### config.mk
export PLATFORM = sky130hd
export DESIGN_NAME = sample_fifo
export DESIGN_NICKNAME = d
export VERILOG_FILES = /design/src/fir17_pkg.sv /design/src/sample_fifo.sv
export SDC_FILE = /design/constraint.sdc
export NUM_CORES = 1
export LEC_CHECK = 0
export BUFFER_PORTS_ARGS = -buffer_cell sky130_fd_sc_hd__buf_2
export CELL_PAD_IN_SITES_DETAIL_PLACEMENT = 1
export CELL_PAD_IN_SITES_GLOBAL_PLACEMENT = 2
export CORE_ASPECT_RATIO = 0.8
export CORE_UTILIZATION = 46
export CTS_CLUSTER_DIAMETER = 120
export DETAILED_ROUTE_END_ITERATION = 12
export PLACE_DENSITY_LB_ADDON = 0.1
export RECOVER_POWER = 100
export SYNTH_ARGS = -nofsm -noshare
export SYNTH_HDL_FRONTEND = slang
export SYNTH_SLANG_ARGS = --single-unit
### constraint.sdc
create_clock -name clk -period 4.2 [get_ports clk]
set_clock_uncertainty 0.05 [all_clocks]
set_input_delay 0.63 -clock clk [delete_from_list [all_inputs] [get_ports clk]]
set_output_delay 0.63 -clock clk [all_outputs]
set_load 0.05 [all_outputs]
### src/fir17_pkg.sv
`default_nettype none

package fir17_pkg;

	// sample width, both input and filtered output
	localparam int unsigned SAMPLE_W = 20;

	// coefficient width
	localparam int unsigned COEF_W = 16;

	// product and running sum width
	// the output sample is the top SAMPLE_W bits of this word
	localparam int unsigned ACC_W = 40;

	// full delay line length
	localparam int unsigned NUM_TAPS = 17;

	// folded coefficient count
	// eight pair coefficients plus the centre tap coefficient
	localparam int unsigned NUM_COEFS = 9;

	// coefficient write address width
	// addresses NUM_COEFS and above are ignored by the bank
	localparam int unsigned COEF_ADDR_W = 4;

	// default input FIFO depth
	localparam int unsigned FIFO_DEPTH = 4;

	// one unsigned sample
	typedef logic [SAMPLE_W-1:0] sample_t;

	// one unsigned coefficient
	typedef logic [COEF_W-1:0] coef_t;

	// product and sum word, wraps modulo 2^ACC_W
	typedef logic [ACC_W-1:0] acc_t;

	// coefficient index
	typedef logic [COEF_ADDR_W-1:0] coef_addr_t;

endpackage

`default_nettype wire

### src/sample_fifo.sv
`default_nettype none

module sample_fifo #(
	parameter int unsigned DEPTH = fir17_pkg::FIFO_DEPTH
) (
	input  wire                     clk,
	input  wire                     rst_n,
	// write side
	input  wire                     wr_valid,
	input  wire fir17_pkg::sample_t wr_data,
	output logic                    wr_ready,
	// read side
	output logic                    rd_valid,
	output fir17_pkg::sample_t      rd_data,
	input  wire                     rd_ready
);

	import fir17_pkg::*;

	// circular storage, payload only
	sample_t mem [DEPTH];

	// pointers wrap at DEPTH, so any depth of 2 or more works
	logic [$clog2(DEPTH)-1:0] wr_ptr;
	logic [$clog2(DEPTH)-1:0] rd_ptr;

	// occupancy, 0 to DEPTH inclusive
	logic [$clog2(DEPTH+1)-1:0] count;

	logic push;
	logic pop;

	// flags come from the count only
	assign wr_ready = (count != DEPTH);
	assign rd_valid = (count != 0);

	// oldest word is always at the read pointer
	assign rd_data = mem[rd_ptr];

	assign push = wr_valid && wr_ready;
	assign pop  = rd_valid && rd_ready;

	// storage write
	always_ff @(posedge clk) begin
		if (push) begin
			mem[wr_ptr] <= wr_data;
		end
	end

	// pointer and count update
	// push and pop in the same cycle leave the count unchanged
	always_ff @(posedge clk) begin
		if (!rst_n) begin
			wr_ptr <= '0;
			rd_ptr <= '0;
			count  <= '0;
		end else begin
			if (push) begin
				if (int'(wr_ptr) == DEPTH - 1) begin
					wr_ptr <= '0;
				end else begin
					wr_ptr <= wr_ptr + 1'b1;
				end
			end
			if (pop) begin
				if (int'(rd_ptr) == DEPTH - 1) begin
					rd_ptr <= '0;
				end else begin
					rd_ptr <= rd_ptr + 1'b1;
				end
			end
			if (push && !pop) begin
				count <= count + 1'b1;
			end else if (pop && !push) begin
				count <= count - 1'b1;
			end
		end
	end

endmodule

`default_nettype wire

==> impl_metrics.tcl <==
set metrics [dict create \
    period_share_pct 72.0 \
    r2r_cells 7 \
    peakVddDrop_mv 0.265 \
    ctsHoldBuffers 0 \
    cts_tree "yes" \
    ant_nets 0 \
    required_ps 3520 \
    holdPathStages 2 \
    postCtsSetupRepairBufs 0 \
    grt_setup_unrepaired "no" \
    finalHoldViolations 0 \
    initial_core_util_pct 48.2 \
    hpwl_um 3650 \
    path_max_fanout 11 \
    dieArea_um2 7640 \
    numCtsBuffers 9 \
    worstSetupStartpointType "flip-flop" \
    ys_seq_elements 89 \
    n_fill_cell 641 \
    tightest_slew_ps 1120 \
    syn_inst 155 \
    grt_overflow 0 \
    io_pins 46 \
    synth_seq_area_share_pct 77.0 \
    synth_area_per_cell_um2 21.6 \
    syn_area_um2 3360 \
    path_class "reg -> out" \
    grt_pass1_vias 1737 \
    die_y_um 78.4 \
    drv_slew 0 \
    routedWlPerCell_um 19.2 \
    drt-total-wl_um 5730 \
    drtIter0Drc 81 \
    drive_gt1_share_pct 19.4 \
    cp.arrival_ps 2340 \
    nNetsFinal 237 \
    track_usage_pct 16.6 \
    dpl_cell_area_um2 3670 \
    min_period_ps 3020 \
    diodes 0 \
    setup_tns_ps 0 \
    yosys_warnings 0 \
    worstHoldEndpoint "wr_ptr[1]$_SDFFE_PN0P_" \
    syn_nets 186 \
    leakage_nw 1.21 \
    grt_max_degree 21 \
    netlist.top_cell.by_area "edfxtp_1" \
    clockBufferDepth 2 \
    num_vias 1602 \
    cts_sinks 89 \
    yosysUniqueCellTypes 25 \
    cts-root-buf "clkbuf_8" \
    pwr_density_cell_nw_per_um2 655 \
    rr_startpoint "count[0]$_SDFFE_PN0P_" \
    htree_num_levels 3 \
    post_cts_resized 0 \
    clk_pin_slew_ps 80 \
    grt_pass1_wl_um 9130 \
    hp-class "reg -> reg" \
    max_freq_mhz 331 \
    status "complete, no violations" \
    portBuffers 45 \
    rows 27 \
    drv_cap 0 \
    area_growth_pct 13.4 \
    firstDrtPassIters 4 \
    coreArea_um2 6960 \
    r2r_slack_ps 1720 \
    setup_viol 0 \
    gp_congestion 0.643 \
    hp-start "wr_ptr[1]$_SDFFE_PN0P_" \
    antenna_found_initial 0 \
    regArea_um2 2580 \
    design_area_um2 3800 \
    viasPerCell 5.38 \
    clk_latency_ps 340 \
    synth.area.top_cells "edfxtp_1, mux4_2, dfxtp_1, ha_1, and3_2" \
    r2r-end "count[2]$_SDFFE_PN0P_" \
    end_kind "output pin" \
    multi_input_area_um2 728 \
    drc 0 \
    die_w_um 97.5 \
    synth_top_area_share_pct 71.6 \
    relSlewSlack_pct 25.2 \
]
-- power by group --
group | leakage, nW | total (W) | switching [W] | internal, W
Sequential | 0.807 | 0.00116 | 0.0000762 | 0.00108
Combinational | 0.316 | 0.000772 | 0.000537 | 0.000235
Clock | 0.0869 | 0.000565 | 0.000292 | 0.000273
-- stage by stage --
step,total power (W),std cells,utilization (%),hold slack [ps],worst slack (ps)
2_1_floorplan,0.00180,155,-,418,1780
3_3_place_gp,0.00196,282,52.8,430,1580
3_5_place_dp,0.00199,282,52.8,461,1540
4_1_cts,0.00255,298,55.5,428,1140
5_1_grt,0.00261,298,54.7,490,970
6_report,0.00249,298,54.7,466,1180
-- worst max path at each step --
stage	end	cells past startpoint	slack, ps	start
global route	rd_data[4]	3	970	flip-flop
finish	rd_data[3]	3	1180	flip-flop
detailed placement	rd_data[12]	3	1540	flip-flop
global placement	rd_data[12]	3	1580	flip-flop
floorplan	count[2]$_SDFFE_PN0P_	9	1780	count[0]$_SDFFE_PN0P_
CTS	rd_data[12]	3	1140	flip-flop
-- sequential cells by signal, summed over array words and instances (netlist names), named ones only --
register  cells
wr_ptr        2
count         3
rd_ptr        2
mem          80
-- routing by layer --
metal / up-vias / GRT usage, % / share of wire [%]
li1: 729 / - / -
met1: 826 / 20.1 / 42
met2: 38 / 28.4 / 51
met3: 9 / 4.45 / 4.6
met4: 0 / 7.06 / 1.7
met5: - / 0 / 0
-- layout make-up --
class	instances	share of cell area, %
multi-input combinational	57	19.1
inverter	3	0.296
clock inverter	7	1.81
tap	87	2.86
clock buffer	9	3.26
sequential	89	67.9
timing repair buffer	46	4.77
-- layout by cell type, fill, tap and decap left out, drive strengths merged, types with 2 or more instances in the layout --
cell      instances
or3               2
and3              4
inv               4
dfxtp             9
and2              2
clkbuf           50
nor2              2
mux4             20
buf               5
mux2i             2
o21ai             4
nand2             5
edfxtp           80
clkinvlp          3
nand3             2
ha                6
clkinv            2
-- critical path, stage by stage, from the launching register on --
cell,delay [ps]
dfxtp_1,760
buf_4,370
mux4_2,550
clkbuf_1,310
-- logic make-up after synthesis --
group                    share of synthesized area [%]
adder cells (fa/ha/maj)                           2.83
AO/OA/AOI/OAI                                     1.04
AND/OR/NAND/NOR                                   3.51
flip-flops                                        77.0
multiplexers                                      14.0
buffers and inverters                             1.12
XOR/XNOR                                         0.522
-- cell usage after synthesis --
library cell	n
a21boi_0	1
and2_1	1
and2_4	1
and3_2	4
buf_2	2
clkbuf_1	3
clkbuf_2	1
dfxtp_1	9
edfxtp_1	80
fa_1	1
ha_1	6
inv_1	3
mux2i_1	2
mux4_2	20
nand2_1	5
nand3_1	2
nand4_1	1
nor2_1	2
nor2b_1	1
o21ai_0	4
o31ai_1	1
or3_2	2
or3b_1	1
xnor2_1	1
xor2_1	1
Power figures use the tool's default switching activity.
