$ cat src/fir17_pkg.sv
`default_nettype none

package fir17_pkg;

	// sample width, both input and filtered output
	localparam int unsigned SAMPLE_W = 20;

	// coefficient width
	localparam int unsigned COEF_W = 16;

	// product and running sum width
	// the output sample is the top SAMPLE_W bits of this word
	localparam int unsigned ACC_W = 40;

	// full delay line length
	localparam int unsigned NUM_TAPS = 17;

	// folded coefficient count
	// eight pair coefficients plus the centre tap coefficient
	localparam int unsigned NUM_COEFS = 9;

	// coefficient write address width
	// addresses NUM_COEFS and above are ignored by the bank
	localparam int unsigned COEF_ADDR_W = 4;

	// default input FIFO depth
	localparam int unsigned FIFO_DEPTH = 4;

	// one unsigned sample
	typedef logic [SAMPLE_W-1:0] sample_t;

	// one unsigned coefficient
	typedef logic [COEF_W-1:0] coef_t;

	// product and sum word, wraps modulo 2^ACC_W
	typedef logic [ACC_W-1:0] acc_t;

	// coefficient index
	typedef logic [COEF_ADDR_W-1:0] coef_addr_t;

endpackage

`default_nettype wire

$ cat src/coef_bank.sv
`default_nettype none

module coef_bank (
	input  wire                   clk,
	input  wire                   rst_n,
	input  wire                   coef_we,
	input  wire fir17_pkg::coef_addr_t coef_addr,
	input  wire fir17_pkg::coef_t coef_data,
	output fir17_pkg::coef_t      coef_0,
	output fir17_pkg::coef_t      coef_1,
	output fir17_pkg::coef_t      coef_2,
	output fir17_pkg::coef_t      coef_3,
	output fir17_pkg::coef_t      coef_4,
	output fir17_pkg::coef_t      coef_5,
	output fir17_pkg::coef_t      coef_6,
	output fir17_pkg::coef_t      coef_7,
	output fir17_pkg::coef_t      coef_8
);

	import fir17_pkg::*;

	// one register per folded coefficient
	coef_t coef_r [NUM_COEFS];

	// address decode, one write per cycle
	// no entry matches addresses 9 to 15, so those writes are dropped
	always_ff @(posedge clk) begin
		if (!rst_n) begin
			for (int i = 0; i < NUM_COEFS; i++) begin
				coef_r[i] <= '0;
			end
		end else if (coef_we) begin
			for (int i = 0; i < NUM_COEFS; i++) begin
				if (coef_addr == coef_addr_t'(i)) begin
					coef_r[i] <= coef_data;
				end
			end
		end
	end

	// registers go straight out to the filter
	assign coef_0 = coef_r[0];
	assign coef_1 = coef_r[1];
	assign coef_2 = coef_r[2];
	assign coef_3 = coef_r[3];
	assign coef_4 = coef_r[4];
	assign coef_5 = coef_r[5];
	assign coef_6 = coef_r[6];
	assign coef_7 = coef_r[7];
	// centre tap coefficient
	assign coef_8 = coef_r[8];

endmodule

`default_nettype wire

$ cat config.mk
export PLATFORM = sky130hd
export DESIGN_NAME = coef_bank
export DESIGN_NICKNAME = d
export VERILOG_FILES = /design/src/fir17_pkg.sv /design/src/coef_bank.sv
export SDC_FILE = /design/constraint.sdc
export NUM_CORES = 1
export LEC_CHECK = 0
export BUFFER_PORTS_ARGS = -buffer_cell sky130_fd_sc_hd__buf_2
export CAP_MARGIN = 5
export CORE_UTILIZATION = 45
export CTS_CLUSTER_DIAMETER = 200
export DETAILED_ROUTE_END_ITERATION = 8
export HOLD_SLACK_MARGIN = 0.08
export PLACE_DENSITY = 0.79
export SYNTH_ARGS = -nofsm -noshare
export SYNTH_HDL_FRONTEND = slang
export SYNTH_SLANG_ARGS = --single-unit
export TNS_END_PERCENT = 50
$ cat constraint.sdc
create_clock -name clk -period 4.6 [get_ports clk]
set_clock_uncertainty 0.15 [all_clocks]
set_input_delay 0.69 -clock clk [delete_from_list [all_inputs] [get_ports clk]]
set_output_delay 0.69 -clock clk [all_outputs]
set_load 0.03 [all_outputs]
==> impl_results.md, run 1 <==
- Status: completed
- GRT Util Overall: 0.201
- Post-CTS sizing: 0
- Max reg flops: 144
- WL/cell: 19.6 um
- Sw frac: 0.262
- Sequential Area: 4320 um2
- RSZ-0062 raised after global routing: no
- Clock transition at the registers of the reported paths: 0.06 ns
- Detailed Routing Iterations Pass 1: 7
- Comb pwr share: 0.113
- Sequential share of the synthesized area: 0.938
- Tot Pwr: 3.26 mW
- Hold Path Stages: 3
- Setup CP Type: input pin to flip-flop
- Leak: 2.41 nW
- Most common cell after layout, fill and taps aside: buf_2
- Largest driver fanout on the critical path: 20
- Clock Tree Root: clkbuf_8
- Fin. max-slew vios: 0
- Worst setup SP type: input pin
- Required @ worst endpoint: 4.59 ns
- DR vias: 2589
- Arr. time, crit path: 2.28 ns
- Max-slew headroom: 0.268
- Cts hold-fix bufs: 0
- Synth unique cells: 15
- Net Sw Power: 0.853 mW
- Diode count: 0
- Via-to-Cell Ratio: 4.94
- Internal: 2.40 mW
- Minimum clock period: 2.29 ns
- Top Registers: coef_r: 144 flops
- Filler cells: 693
- Largest Register: coef_r
- I/O pins: 167
- Post-DRT Antenna Nets: 0
- TNS Setup: 0 ns
- Period utilization: 0.498
- Most frequent cells in the layout: buf_2 (166), edfxtp_1 (144), nand3_1 (17)
- Clk pwr share: 0.401
- Worst hold-check path type: input pin to flip-flop
- Initial antenna violation count: 1
- Synth warn: 0
- Sink Count: 144
- Final setup violation count: 0
- Max_cap viols: 0
- Max VDD drop: 0.249 mV
- Dpl cell area: 5630 um2
- Grt ovf: 0
- Largest net degree at the start of global routing: 26
- HPWL after DPL: 6530 um
- Die Ht: 103 um
- Post-CTS Setup Inserts: 0
- DRT iter0 DRCs: 159
- PortBufs: 166
- Seq pwr share: 0.487
- Max clock buf depth: 2
- RePlAce Congestion: 0.797
- Drc violations: 0
- Pwr dens: 525 nW/um2
- Vias in the first global route: 2520
- Max H-tree Level: 4
- Starting Density: 0.468
- Cell Rows: 36
- Post-synthesis register bit count: 144
- Hold Slack: 0.493 ns
- Slew @ Worst Pin: 1.10 ns
- Post-layout util: 0.629
- Post-synthesis cell area: 4610 um2
- Core Region: 9860 um2
- Die area: 10700 um2
- Clock buffer count from CTS: 17
- Share of cells above drive strength 1: 0.529
- Syn Inst Count: 199
- Final hold violations: 0
- Post-Layout Inst Area: 6200 um2
- Syn_nets: 222
- CTS tree: built
- Die W: 103 um
- Multi-input logic area: 307 um2
- FMAX: 436 MHz
- First-pass GRT wire length: 14000 um
- Post-Route WL: 10300 um
- Mean Syn Cell Area: 23.2 um2
- NumNets Final: 401
- Endpoint class of the critical path: flip-flop
- Area Overhead vs Synth: 34.5%
## synthesized netlist by cell type
| library cell | n | share of area |
|---|---|---|
| buf_2 | 4 | 0.0043 |
| buf_6 | 1 | 0.0024 |
| clkbuf_1 | 1 | 0.00081 |
| edfxtp_1 | 144 | 0.94 |
| nand2_1 | 1 | 0.00081 |
| nand2b_1 | 1 | 0.0014 |
| nand3_1 | 17 | 0.018 |
| nand3b_1 | 1 | 0.0016 |
| nor2_1 | 16 | 0.013 |
| o21ai_0 | 7 | 0.0076 |
| o31a_4 | 1 | 0.0038 |
| o31ai_1 | 2 | 0.0033 |
| or2_2 | 1 | 0.0014 |
| or2b_1 | 1 | 0.0016 |
| or3b_1 | 1 | 0.0019 |
## metal layers
layer / global-route usage / vias up / share of wire
met5: 0 / - / 0
met4: 0.0986 / 0 / 0.013
met3: 0.0712 / 13 / 0.10
met2: 0.322 / 174 / 0.50
met1: 0.247 / 1254 / 0.38
li1: - / 1148 / -
## kinds of logic (layout without fill, tap and decap cells)
group | after synthesis | count (layout) | share of synthesized area
buffers and inverters | 6 | 198 | 0.00760
AOI/OAI and AO/OA | 10 | 10 | 0.0146
and+or+nand+nor | 39 | 39 | 0.0402
DFF | 144 | 144 | 0.938
## final timing paths
path                           from             end  slack, ns
worst min-delay path  coef_data[14]   coef_r[0][94]       0.49
worst max-delay path        coef_we  coef_r[0][134]       2.31
## metrics by stage
stage               setup slack [ns]  instances
global placement                1.82        492
CTS                             2.30        524
global route                    2.22        524
floorplan                       1.75        199
detailed placement              1.76        492
finish                          2.31        524
## worst max-delay path, cell delays in order
cell     delay (ns)
buf_2          0.32
or3b_1         0.47
o21ai_2        0.79
## power groups by stage
stage               sequential, mW  combinational (mW)  clock, mW
floorplan                     1.80              0.0415          0
CTS                           1.59               0.369       1.32
global placement              1.61               0.364          0
detailed placement            1.61               0.369          0
finish                        1.58               0.367       1.31
global route                  1.59               0.385       1.37
## layout make-up
type / instances / share of cell area
sequential: 144 / 0.697
timing repair buffer: 166 / 0.134
clock buffer: 17 / 0.0668
multi-input combinational: 49 / 0.0494
tap: 133 / 0.0268
clock inverter: 15 / 0.0256
Power figures use the tool's default switching activity.
==> run 2: changes to the inputs <==
CORE_UTILIZATION = 44   (was 45)
PLACE_DENSITY = 0.8   (was 0.79)
clock period = 2 ns   (was 4.6 ns; I/O delays follow)
==> impl_results.md, run 2 (synthesized netlist as in run 1, its figures left out) <==
- Status: completed
- Max-slew headroom: 0.647
- Slew @ Worst Pin: 0.528 ns
- Grt ovf: 0
- Sw frac: 0.248
- Max_cap viols: 0
- Fin. max-slew vios: 0
- Largest net degree at the start of global routing: 18
- Clock Tree Root: clkbuf_8
- Worst path depth: 1
- Largest Register: coef_r
- Setup crit start: coef_r[0][143]
- Critical Path End: coef_8[15]
- Post-Route WL: 10100 um
- Cell family with most CP delay: flip-flops
- Worst hold-check path type: input pin to flip-flop
- Pwr dens: 1200 nW/um2
- Die Ht: 104 um
- CP max stage cell: edfxtp_1
- Leak: 2.55 nW
- Worst setup SP type: flip-flop
- Endpoint class of the critical path: primary output
- Diode count: 0
- Final setup violation count: 0
- Max H-tree Level: 4
- Max VDD drop: 0.585 mV
- RePlAce Congestion: 0.777
- Clk pwr share: 0.415
- Share of cells above drive strength 1: 0.546
- Sink Count: 144
- Largest driver fanout on the critical path: 1
- Die area: 10900 um2
- Setup CP Type: flip-flop to primary output
- Max clock buf depth: 2
- Post-CTS Setup Inserts: 0
- Most frequent cells in the layout: buf_2 (166), edfxtp_1 (144), nand3_1 (17)
- Internal: 5.81 mW
- Most common cell after layout, fill and taps aside: buf_2
- Filler cells: 733
- RSZ-0062 raised after global routing: no
- Die W: 104 um
- Drc violations: 0
- Area Overhead vs Synth: 40.0%
- Post-DRT Antenna Nets: 0
- GR Util met3: 0.0595
- PortBufs: 166
- Post-layout util: 0.631
- Cell Rows: 37
- Max reg flops: 144
- First-pass GRT wire length: 14900 um
- CTS tree: built
- Hold Slack: 0.109 ns
- Arr. time, crit path: 1.13 ns
- Hold Path Stages: 3
- DRT iter0 DRCs: 183
- Period utilization: 0.788
- Vias in the first global route: 2593
- Required @ worst endpoint: 1.55 ns
- Clock transition at the registers of the reported paths: 0.06 ns
- Net Sw Power: 1.91 mW
- Starting Density: 0.451
- Seq pwr share: 0.469
- Final hold violations: 0
- Detailed Routing Iterations Pass 1: 7
- Initial antenna violation count: 0
- Top Registers: coef_r: 144 flops
- DR vias: 2624
- I/O pins: 167
- Comb pwr share: 0.117
- WL/cell: 18.3 um
- Met2 usage: 0.316
- Clock buffer count from CTS: 17
- FMAX: 634 MHz
- CP max stage delay: 0.40 ns
- CP Buf/Inv Count: 1
- Via-to-Cell Ratio: 4.79
- CP Cell Sequence: buf_2
- HPWL after DPL: 6640 um
- GRT Util Overall: 0.196
- NumNets Final: 422
- Met1 GRT Util: 0.243
- Gr busiest metal: met2
- Minimum clock period: 1.58 ns
- Core Region: 10200 um2
==> run 2: cell type report <==
type | count | area [um2] | share of cell area
sequential | 144 | 4320 | 0.670
tap | 136 | 170 | 0.0264
clock buffer | 20 | 425 | 0.0659
multi-input combinational | 49 | 307 | 0.0475
clock inverter | 12 | 185 | 0.0287
timing repair buffer | 187 | 1040 | 0.162
==> run 2: repair_timing <==
action	in CTS	in global routing
endpoints found under the hold margin	18	0
resized for setup	0	0
hold buffers	2	0
==> run 2: how the worst min path moves through the flow <==
| stage | startpoint | endpoint |
|---|---|---|
| global route | coef_data[1] | coef_r[0][65] |
| CTS | coef_data[4] | coef_r[0][52] |
| finish | coef_data[15] | coef_r[0][47] |
| detailed placement | coef_r[0][47] | coef_2[15] |
| floorplan | coef_data[4] | coef_r[0][100] |
| global placement | coef_data[11] | coef_r[0][139] |
==> run 2: layer usage <==
layer / vias up / part of all wire
met5: - / 0
met4: 0 / 0.014
met3: 17 / 0.071
met2: 138 / 0.50
met1: 1283 / 0.41
li1: 1186 / -
==> run 2: through the flow <==
stage                     TNS [ns]  total power [mW]  instances  area (um2)  setup WS, ns
after floorplan             -23.08              4.25        199        4630        -0.382
after global placement           0              4.57        514        5820         0.248
after detailed placement         0              4.58        514        5820         0.187
after CTS                        0              7.77        548        6450         0.398
after global routing             0              7.94        548        6450         0.391
final                            0              7.72        548        6450         0.424
==> run 2: power groups by stage <==
stage          clock [mW]  sequential [mW]  combinational [mW]
4_1_cts              3.24             3.62               0.908
3_3_place_gp            0             3.68               0.892
5_1_grt              3.37             3.64               0.937
2_1_floorplan           0             4.15               0.100
6_report             3.20             3.62               0.900
3_5_place_dp            0             3.68               0.902
